==> config.mk <==
export PLATFORM = sky130hd
export DESIGN_NAME = key_mgr_fsm
export DESIGN_NICKNAME = d
export VERILOG_FILES = /design/src/design/shell_pkg.sv /design/src/design/key_mgr_fsm.sv
export VERILOG_INCLUDE_DIRS = /design/src /design/src/design
export SDC_FILE = /design/constraint.sdc
export NUM_CORES = 1
export LEC_CHECK = 0
export ABC_AREA = 1
export BUFFER_PORTS_ARGS = -buffer_cell sky130_fd_sc_hd__buf_2
export CORE_AREA = 2 2 152 154
export CTS_CLUSTER_SIZE = 30
export DETAILED_ROUTE_END_ITERATION = 10
export DIE_AREA = 0 0 154 156
export PLACE_DENSITY = 0.66
export SLEW_MARGIN = 20
export SYNTH_ARGS = -nofsm -noshare
export SYNTH_HDL_FRONTEND = slang
export SYNTH_SLANG_ARGS = --single-unit
==> constraint.sdc <==
create_clock -name clk_i -period 0.8 [get_ports clk_i]
set_clock_uncertainty 0.05 [all_clocks]
set_input_delay 0 -clock clk_i [delete_from_list [all_inputs] [get_ports clk_i]]
set_output_delay 0 -clock clk_i [all_outputs]
set_load 0.02 [all_outputs]
==> src/design/shell_settings.svh <==
// Widths, depths and reset constants of the core shell
// Capability encodings and scramble defaults

`ifndef SHELL_SETTINGS_SVH
`define SHELL_SETTINGS_SVH

////////////////////
// Register file
////////////////////

`define RF_DATA_W   91
`define RF_ADDR_W   5
`define RF_NUM_REGS 32

// Full-permission capability held by every entry after reset
`define CAP_ALMIGHTY 91'h40000000003FFDF690003F0
// No-permission capability read from x0
`define CAP_NULL     91'h00000000000001F690003F0

////////////////////
// Scramble key
////////////////////

`define SCR_KEY_W   128
`define SCR_NONCE_W 64

`define SCR_KEY_DEFAULT   128'h14E8_F0A2_77C3_5B91_0D6E_A4F2_C83B_1975
`define SCR_NONCE_DEFAULT 64'hF9D1_2B6C_84A0_E357

`endif

==> src/design/shell_pkg.sv <==
// Shared types of the core shell
// Register file address and word, key manager states

`include "shell_settings.svh"

package shell_pkg;

  // Register index
  typedef logic [`RF_ADDR_W-1:0] rf_addr_t;

  // One capability word
  typedef logic [`RF_DATA_W-1:0] rf_word_t;

  // Scramble key manager
  typedef enum logic {
    KEY_VALID = 1'b0,
    KEY_REQ   = 1'b1
  } key_state_e;

endpackage

==> src/design/key_mgr_fsm.sv <==
// Scramble key manager
// Key request FSM and the key and nonce registers

`timescale 1ns/1ns

`include "shell_settings.svh"

module key_mgr_fsm (
  input  logic                    clk_i,
  input  logic                    rst_ni,
  input  logic                    icache_inval_i,
  input  logic                    scramble_key_valid_i,
  input  logic [`SCR_KEY_W-1:0]   scramble_key_i,
  input  logic [`SCR_NONCE_W-1:0] scramble_nonce_i,
  output logic                    scramble_req_o,
  output logic                    scr_key_valid_o,
  output logic [`SCR_KEY_W-1:0]   scr_key_o,
  output logic [`SCR_NONCE_W-1:0] scr_nonce_o
);

  shell_pkg::key_state_e state_d;
  shell_pkg::key_state_e state_q;

  logic [`SCR_KEY_W-1:0]   key_q;
  logic [`SCR_NONCE_W-1:0] nonce_q;

  ////////////////////
  // Request FSM
  ////////////////////

  always_comb begin
    state_d = state_q;
    unique case (state_q)
      shell_pkg::KEY_VALID: begin
        // Old key must not be reused after a cache invalidate
        if (icache_inval_i) begin
          state_d = shell_pkg::KEY_REQ;
        end
      end
      shell_pkg::KEY_REQ: begin
        // Further invalidates are ignored here
        if (scramble_key_valid_i) begin
          state_d = shell_pkg::KEY_VALID;
        end
      end
      default: state_d = shell_pkg::KEY_VALID;
    endcase
  end

  always_ff @(posedge clk_i or negedge rst_ni) begin
    if (!rst_ni) begin
      state_q <= shell_pkg::KEY_VALID;
    end else begin
      state_q <= state_d;
    end
  end

  assign scramble_req_o  = (state_q == shell_pkg::KEY_REQ);
  assign scr_key_valid_o = (state_q == shell_pkg::KEY_VALID);

  ////////////////////
  // Key and nonce
  ////////////////////

  // Any valid key from the provider is captured, whatever the state
  always_ff @(posedge clk_i or negedge rst_ni) begin
    if (!rst_ni) begin
      key_q   <= `SCR_KEY_DEFAULT;
      nonce_q <= `SCR_NONCE_DEFAULT;
    end else if (scramble_key_valid_i) begin
      key_q   <= scramble_key_i;
      nonce_q <= scramble_nonce_i;
    end
  end

  assign scr_key_o   = key_q;
  assign scr_nonce_o = nonce_q;

  // Key valid only returns once a new key has arrived
  a_key_return: assert property (
    @(posedge clk_i) disable iff (!rst_ni)
    $rose(scr_key_valid_o) |-> $past(scramble_key_valid_i)
  ) else $error("key valid returned without a new key");

  a_inval_req: assert property (
    @(posedge clk_i) disable iff (!rst_ni)
    (scr_key_valid_o && icache_inval_i) |=> scramble_req_o
  ) else $error("invalidate not followed by a key request");

endmodule

# Yosys cells after proc, flatten, opt, wreduce, memory -nomap -nowiden

Cells that the tools add are included.
W data, S select, Z words.

Flip-flop bits (word level): 193
Input port bits: 196
Output and inout bits: 194
Logic and storage cells: 7

Mux-type cells: 3
Bitwise logic cells: 1

Operator list:

| cell        | count |
|---|---|
| $mux W1     | 2 |
| $pmux W1 S2 | 1 |
| $not A1 Y1  | 1 |

# Logic depth before layout (Yosys ltp)

Gate-level depths: netlist of run 1.

Word-level depth: 2
Depth in mapped cells: 5
Gate-level depth less buffers: 3

# Worst setup path before layout of run 1

OpenSTA, ideal clock, no wires.

Path type: reg-to-reg
From: register state_q (netlist: scramble_req_o)
To: register state_q (netlist: scramble_req_o)
Setup time: 0.117 ns
Arrival time: 0.727 ns
Data required time: 0.633 ns
Path slack: -0.094 ns
Stages on the path, launching flop included: 4
Buffers on the path: 0
Clock period less this slack: 0.894 ns
Path through: dfrtp_1 inv_1 nand2_1 nand2_1

Longest elaborated chain between the ends: 2

RTL lines:

| item                      | line              | source |
|---|---|---|
| start, declared           | key_mgr_fsm.sv:22 | `shell_pkg::key_state_e state_q;` |
| start signal, assigned    | key_mgr_fsm.sv:52 | `state_q <= shell_pkg::KEY_VALID;` |
| start signal, assigned    | key_mgr_fsm.sv:54 | `state_q <= state_d;` |
| $not A1 Y1                | -                 |  |
| named net scr_key_valid_o | key_mgr_fsm.sv:16 | `output logic scr_key_valid_o,` |
| $pmux W1 S2               | key_mgr_fsm.sv:33 | `unique case (state_q)` |
| named net state_d         | key_mgr_fsm.sv:21 | `shell_pkg::key_state_e state_d;` |

The timed path passes the listed nets, and every way through them passes these cells.
A chain may end at the register's enable or synchronous reset.

# Worst setup path after layout of run 1

From: register key_q[103] (netlist: scr_key_o[103])
To: output port scr_key_o[103]

RTL lines:

| item                   | line              | source |
|---|---|---|
| start, declared        | key_mgr_fsm.sv:24 | `` logic [`SCR_KEY_W-1:0] key_q; `` |
| start signal, assigned | key_mgr_fsm.sv:68 | `` key_q <= `SCR_KEY_DEFAULT; `` |
| start signal, assigned | key_mgr_fsm.sv:71 | `key_q <= scramble_key_i;` |
| end, declared          | key_mgr_fsm.sv:17 | `` output logic [`SCR_KEY_W-1:0] scr_key_o, `` |

No word-level cell between the ends.

==> results of run 1 <==
## through the flow
step | std cells | hold WS, ps
2_1_floorplan | 816 | -346
3_3_place_gp | 1474 | -106
3_5_place_dp | 1474 | -106
4_1_cts | 1728 | -36.6
5_1_grt | 1767 | -19.1
6_report | 1767 | -16.9
## what timing repair did
action	4_1_cts	5_1_grt
endpoints found under the setup margin	194	275
buffers inserted	27	48
pin swaps	0	36
gates resized for setup	388	97
hold buffers	195	1
endpoints found under the hold margin	386	13
gates cloned	0	0
## final timing paths
kind / slack [ps] / cells past startpoint / from / to
setup / recovery: -380 / 1 / scr_key_o[103]$_DFFE_PN1P_ / scr_key_o[103]
setup reg to reg: -140 / 4 / scr_nonce_o[29]$_DFFE_PN0P_ / scr_nonce_o[29]$_DFFE_PN0P_
hold reg to reg: 420 / 2 / scr_key_o[12]$_DFFE_PN1P_ / scr_key_o[12]$_DFFE_PN1P_
min in group asynchronous: 60 / 2 / rst_ni / scr_key_o[91]$_DFFE_PN0P_
max in group asynchronous: 70 / 3 / rst_ni / scr_key_o[51]$_DFFE_PN1P_
hold / removal: -20 / 4 / scramble_key_valid_i / scr_nonce_o[6]$_DFFE_PN1P_
## routing by layer
metal  track usage [%]  part of all wire (%)  routed length (µm)  vias to the layer above
met1              26.0                    36               11100                     3953
met4              11.0                   4.8                1490                        2
met5                 0                 0.042                  13                        -
met2              41.4                    51               16000                      490
met3              6.75                   8.2                2560                      116
li1                  -                     -                   -                     3736
## Yosys cell counts (all sizes together)
library cell / n
inv: 2
dfrtp: 98
clkbuf: 3
dfstp: 95
nand2: 579
buf: 39
## cell usage in the layout, fill, tap and decap left out
cell           count
dfstp_2           95
diode_2            1
clkbuf_16         17
buf_6            224
buf_12            13
clkinv_4           1
clkbuf_8           2
inv_8              4
buf_4             49
inv_2              1
clkinv_8           2
nand2_4            3
clkbuf_1           1
inv_6              6
nand2_1          514
bufinv_16          1
dlygate4sd3_1    195
buf_2            193
dfrtp_1           97
nand2_2           62
dfrtp_2            1
## final cells by class
cell class                      count  area, µm²  share of cell area (%)
Timing Repair Buffer              675       6080                    42.4
Clock buffer                       19        443                    3.08
Inverter                            2       12.5                  0.0871
Multi-Input combinational cell    579       2350                    16.4
Sequential cell                   193       4950                    34.5
Clock inverter                     13        160                    1.12
Tap cell                          285        357                    2.48
Antenna cell                        1       2.50                  0.0174
## worst register-to-register path, cell delays in order, from the launching register on
cell	delay, ps
dfrtp_1	420
buf_4	150
buf_6	100
nand2_1	60
nand2_1	50
## state kept, by name, summed over array words and instances, names as in the netlist
signal	flops
scr_key_o	128
scr_nonce_o	64
scramble_req_o	1
## kinds of logic (layout without fill, tap and decap cells)
logic type | after synthesis | after routing | share of synthesized area [%]
buffers and inverters | 44 | 709 | 2.92
flip-flops | 193 | 193 | 67.5
other | 0 | 1 | 0
AND/OR/NAND/NOR | 579 | 579 | 29.6
## report_power, final
part           internal, mW  switching [mW]
registers              11.0           0.754
clock network          4.59            4.20
logic                  3.61            3.35
==> reports/results.ini, run 1 <==
[synthesis]
synth_nets = 1012
yosys_register_bits = 193
ys_seq_area_share_pct = 67.5
netlist_instances = 816
yosysWarnings = 0
netlist_area_um2 = 7340
yosysUniqueCellTypes = 7
yosysTopAreaCell = dfstp_2
synth_top_area_share_pct = 34.0
avgSynthCellArea_um2 = 8.99
ys_top_cells_by_area = dfstp_2 34%, dfrtp_1 33%, nand2_1 30%

[layout]
final_layout_size_suffix_gt1_share_pct = 45.5
fillers = 1537
area_delta_synth_final_pct = 95.7
final_area_um2 = 14400
finish.utilization_pct = 64.2
nets = 1664

[die]
pin_count = 390
dieArea_um2 = 24000
core_um2 = 22400
row_count = 55
die_y_um = 156
fp.dieW_um = 154
start_util_pct = 32.8

[routing]
via_per_inst = 4.70
vias = 8297
drc = 0
drt_iter0_markers = 496
wl_per_cell_um = 17.6
firstDrtPassIters = 5
totalWireLength_um = 31100
antenna_left = 0

[clocking]
clk_pin_slew_ps = 70
clk_path_buf_depth = 2
clock-sinks = 193
htree_levels = 4
numCtsBuffers = 17
clkLatencyLatePin_ps = 420
cts-root-buf = clkbuf_16
cts_tree = done

[sta]
tightestPinTransition_ps = 347
whs_ps = -16.9
min_period_over_period_pct = 147
relSlewSlack_pct = 76.8
fin_tns_setup_ps = -55430
max_freq_mhz = 848
rsz0062_at_grt = true
fin_crit_ps = 1180
drv_slew = 0
setup_slack_ps = -380
hold_viol_final = 8
setup_viol = 235

[global_route]
grt_max_degree = 71
antenna_found_initial = 2
grt_pass1_wl_um = 44300
grt_usage_pct = 23.4
grt_pass1_vias = 8516
grt-ovfl-total = 0

[placement]
gp_congestion = 0.799
dp_hpwl_um = 15900
io_buffers = 389
dp_slack_ps = -11.2
placed_area_um2 = 9810

[power]
power.leakage_nw = 7.51
p_per_area_nw_per_um2 = 1910
p_total_mw = 27.5
ir_drop_mv = 1.49

[run_status]
status = finished with violations
violations = negative hold slack, negative setup slack

[critical_path]
end_kind = primary output
slowest_delay_ps = 580
cp.arrival_ps = 1130
cp_slowest_cell = dfstp_2
crit_family = flip-flops
crit_fanout = 2
cp_num_buf_inv = 1
cp-start-kind = flop
worstPathCellList = buf_6
crit_type = flop to primary output
required_ps = 750

[min_path]
min_path_type = input pin to flop

[flow_run]
max_cap_violations = 0

(Power assumes the default switching activity.)
==> run 2: changes to the inputs <==
--- a/config.mk
+++ b/config.mk
@@ -8,11 +8,11 @@
 export LEC_CHECK = 0
 export ABC_AREA = 1
 export BUFFER_PORTS_ARGS = -buffer_cell sky130_fd_sc_hd__buf_2
-export CORE_AREA = 2 2 152 154
+export CORE_AREA = 2 2 153 155
 export CTS_CLUSTER_SIZE = 30
 export DETAILED_ROUTE_END_ITERATION = 10
-export DIE_AREA = 0 0 154 156
-export PLACE_DENSITY = 0.66
+export DIE_AREA = 0 0 155 157
+export PLACE_DENSITY = 0.65
 export SLEW_MARGIN = 20
 export SYNTH_ARGS = -nofsm -noshare
 export SYNTH_HDL_FRONTEND = slang
==> constraint.sdc (replaced) <==
create_clock -name clk_i -period 1.4 [get_ports clk_i]
set_clock_uncertainty 0.05 [all_clocks]
set_input_delay 0 -clock clk_i [delete_from_list [all_inputs] [get_ports clk_i]]
set_output_delay 0 -clock clk_i [all_outputs]
set_load 0.02 [all_outputs]
==> run 2 against run 1 <==
The run now ends clean. Worst hold slack better by 52 ps. Cell count down 2.5%. Combinational power decreased by 58%. Utilization shrank 8.8 points. Total power down 49%. Critical endpoint is now scr_nonce_o[1].
==> reports/results.ini, run 2 (same netlist as run 1, synthesis figures left out) <==
[run_status]
status = completed  ; was finished with violations

[placement]
io_buffers = 389  ; unchanged
gp_congestion = 0.802  ; was 0.799
dp_hpwl_um = 15700  ; was 15900 µm

[critical_path]
end_kind = primary output  ; unchanged
worstPathCellList = buf_2  ; was buf_6
required_ps = 1350  ; was 750 ps
cp_num_buf_inv = 1  ; unchanged
reg2reg_from = scr_nonce_o[9]$_DFFE_PN1P_  ; was scr_nonce_o[29]$_DFFE_PN0P_
crit_end = scr_nonce_o[1]  ; was scr_key_o[103]
rr_worst_depth = 2  ; was 4
crit_type = flop to primary output  ; unchanged
cp-start-kind = flop  ; unchanged
cp_slowest_cell = dfstp_2  ; unchanged
cp.arrival_ps = 1140  ; was 1130 ps
r2r_end = scr_nonce_o[9]$_DFFE_PN1P_  ; was scr_nonce_o[29]$_DFFE_PN0P_
crit_family = flip-flops  ; unchanged
rrSetupSlack_ps = 590  ; was -140 ps
crit_fanout = 2  ; unchanged
cp-startpoint = scr_nonce_o[1]$_DFFE_PN1P_  ; was scr_key_o[103]$_DFFE_PN1P_
cp.depth = 1  ; unchanged
slowest_delay_ps = 550  ; was 580 ps

[sta]
rsz0062_at_grt = false  ; was true
hold_viol_final = 0  ; was 8
fin_crit_ps = 1190
fin_tns_setup_ps = 0  ; was -55430 ps
min_period_over_period_pct = 85.3
max_freq_mhz = 837
setup_viol = 0  ; was 235
whs_ps = 35.4  ; was -16.9 ps
relSlewSlack_pct = 64.3  ; was 76.8%
drv_slew = 0  ; unchanged
tightestPinTransition_ps = 535  ; was 347 ps

[layout]
area_delta_synth_final_pct = 70.0  ; was 95.7%
layout_common_cells = 579 x nand2_1, 387 x buf_2, 218 x dlygate4sd3_1  ; was 514 x nand2_1, 224 x buf_6, 195 x dlygate4sd3_1
largest_reg_flops = 128  ; unchanged
final_layout_size_suffix_gt1_share_pct = 37.5  ; was 45.5%
final_common_cell = nand2_1  ; unchanged
fillers = 1883  ; was 1537
nets = 1620  ; was 1664

[routing]
antenna_left = 0  ; unchanged
firstDrtPassIters = 5  ; unchanged
drt_iter0_markers = 458  ; was 496
vias = 7600  ; was 8297
wl_per_cell_um = 14.8  ; was 17.6 µm
via_per_inst = 4.41  ; was 4.70
drc = 0  ; unchanged
totalWireLength_um = 25500  ; was 31100 µm

[clocking]
cts-root-buf = clkbuf_16  ; unchanged
clk_pin_slew_ps = 80  ; was 70 ps
htree_levels = 4  ; unchanged
cts_setup_buffers = 0  ; was 27
clk_path_buf_depth = 2  ; unchanged
clock-sinks = 193  ; unchanged
clkLatencyLatePin_ps = 410  ; was 420 ps
cts_tree = done  ; unchanged
cts_resized = 0  ; was 388
numCtsBuffers = 17  ; unchanged

[min_path]
min_path_type = input pin to flop  ; unchanged

[flow_run]
max_cap_violations = 0  ; unchanged

[die]
dieArea_um2 = 24300  ; was 24000 µm²
fp.dieW_um = 155  ; was 154 µm
start_util_pct = 32.6  ; was 32.8%
pin_count = 390  ; unchanged
core_um2 = 22500  ; was 22400 µm²
die_y_um = 157  ; was 156 µm
row_count = 55  ; unchanged

[power]
power.leakage_nw = 6.77  ; was 7.51 nW
p_per_area_nw_per_um2 = 1130  ; was 1910 nW/µm²
ir_drop_mv = 0.657  ; was 1.49 mV

[global_route]
antenna_found_initial = 0  ; was 2
grt_pass1_vias = 7864  ; was 8516
grt-ovfl-total = 0  ; unchanged
grt_pass1_wl_um = 39700  ; was 44300 µm
grt_usage_pct = 20.5  ; was 23.4%
grt_max_degree = 72  ; was 71

-- run 2: cell types whose count changed in the layout (fill, tap and decap cells not counted), sizes merged --
cell / before / now
buf: 479 / 412
dlygate4sd3: 195 / 218
inv: 11 / 9
bufinv: 1 / 0
clkbuf: 20 / 21
clkinv: 3 / 4
clkinvlp: 0 / 1
-- run 2: how the worst min path moves through the flow --
stage                                     from                     endpoint  slack (ps)  depth (start not counted)
after global placement                  rst_ni    scr_key_o[96]$_DFFE_PN0P_         -30                          1
after detailed placement                rst_ni    scr_key_o[96]$_DFFE_PN0P_         -30                          1
final                     scramble_key_valid_i  scr_nonce_o[15]$_DFFE_PN1P_          40                          4
after global routing      scramble_key_valid_i  scr_nonce_o[15]$_DFFE_PN1P_          40                          4
after floorplan                         rst_ni   scr_key_o[100]$_DFFE_PN0P_        -350                          0
after CTS                 scramble_key_valid_i  scr_nonce_o[15]$_DFFE_PN1P_          10                          4
-- run 2: area by class of cell --
cell class                 count  area [µm²]  area share (%)
clock buffer                  20         447            3.58
multi-input combinational    579        2170            17.4
tap                          285         357            2.86
sequential                   193        4950            39.7
clock inverter                12         116           0.933
antenna                        1        2.50          0.0201
timing repair buffer         631        4410            35.4
inverter                       2        12.5           0.100
-- run 2: power by group --
part           internal (mW)  total [mW]  switching (mW)
clock                   2.41        4.67            2.26
sequential              6.25        6.53           0.281
combinational           1.22        2.92            1.70
total                   9.88        14.1            4.24
-- run 2: routing by layer --
layer / share of wire, % / GRT usage [%]
met3: 7.2 / 5.51
met4: 3.0 / 8.29
met1: 41 / 24.6
met2: 49 / 35.0
met5: 0 / 0
-- run 2: timing repair --
action                                  CTS  global route
hold buffers                            218             0
hold endpoints to repair                306             0
endpoints found under the setup margin    0             0
-- run 2: tightest hold or removal path: cells and delay by family --
family / cells / cell delay (ps)
AND/OR/NAND/NOR: 2 / 130
buffers and inverters: 2 / 370
-- run 2: per-stage QoR --
step	area, µm²	total power [mW]	std cells	setup slack [ps]	util [%]
CTS	12500	14.2	1722	174	55.4
detailed placement	9720	9.01	1472	387	43.2
global placement	9720	8.97	1472	421	43.2
global route	12500	14.9	1722	160	55.4
floorplan	7340	7.85	816	506	-
finish	12500	14.1	1723	206	55.4
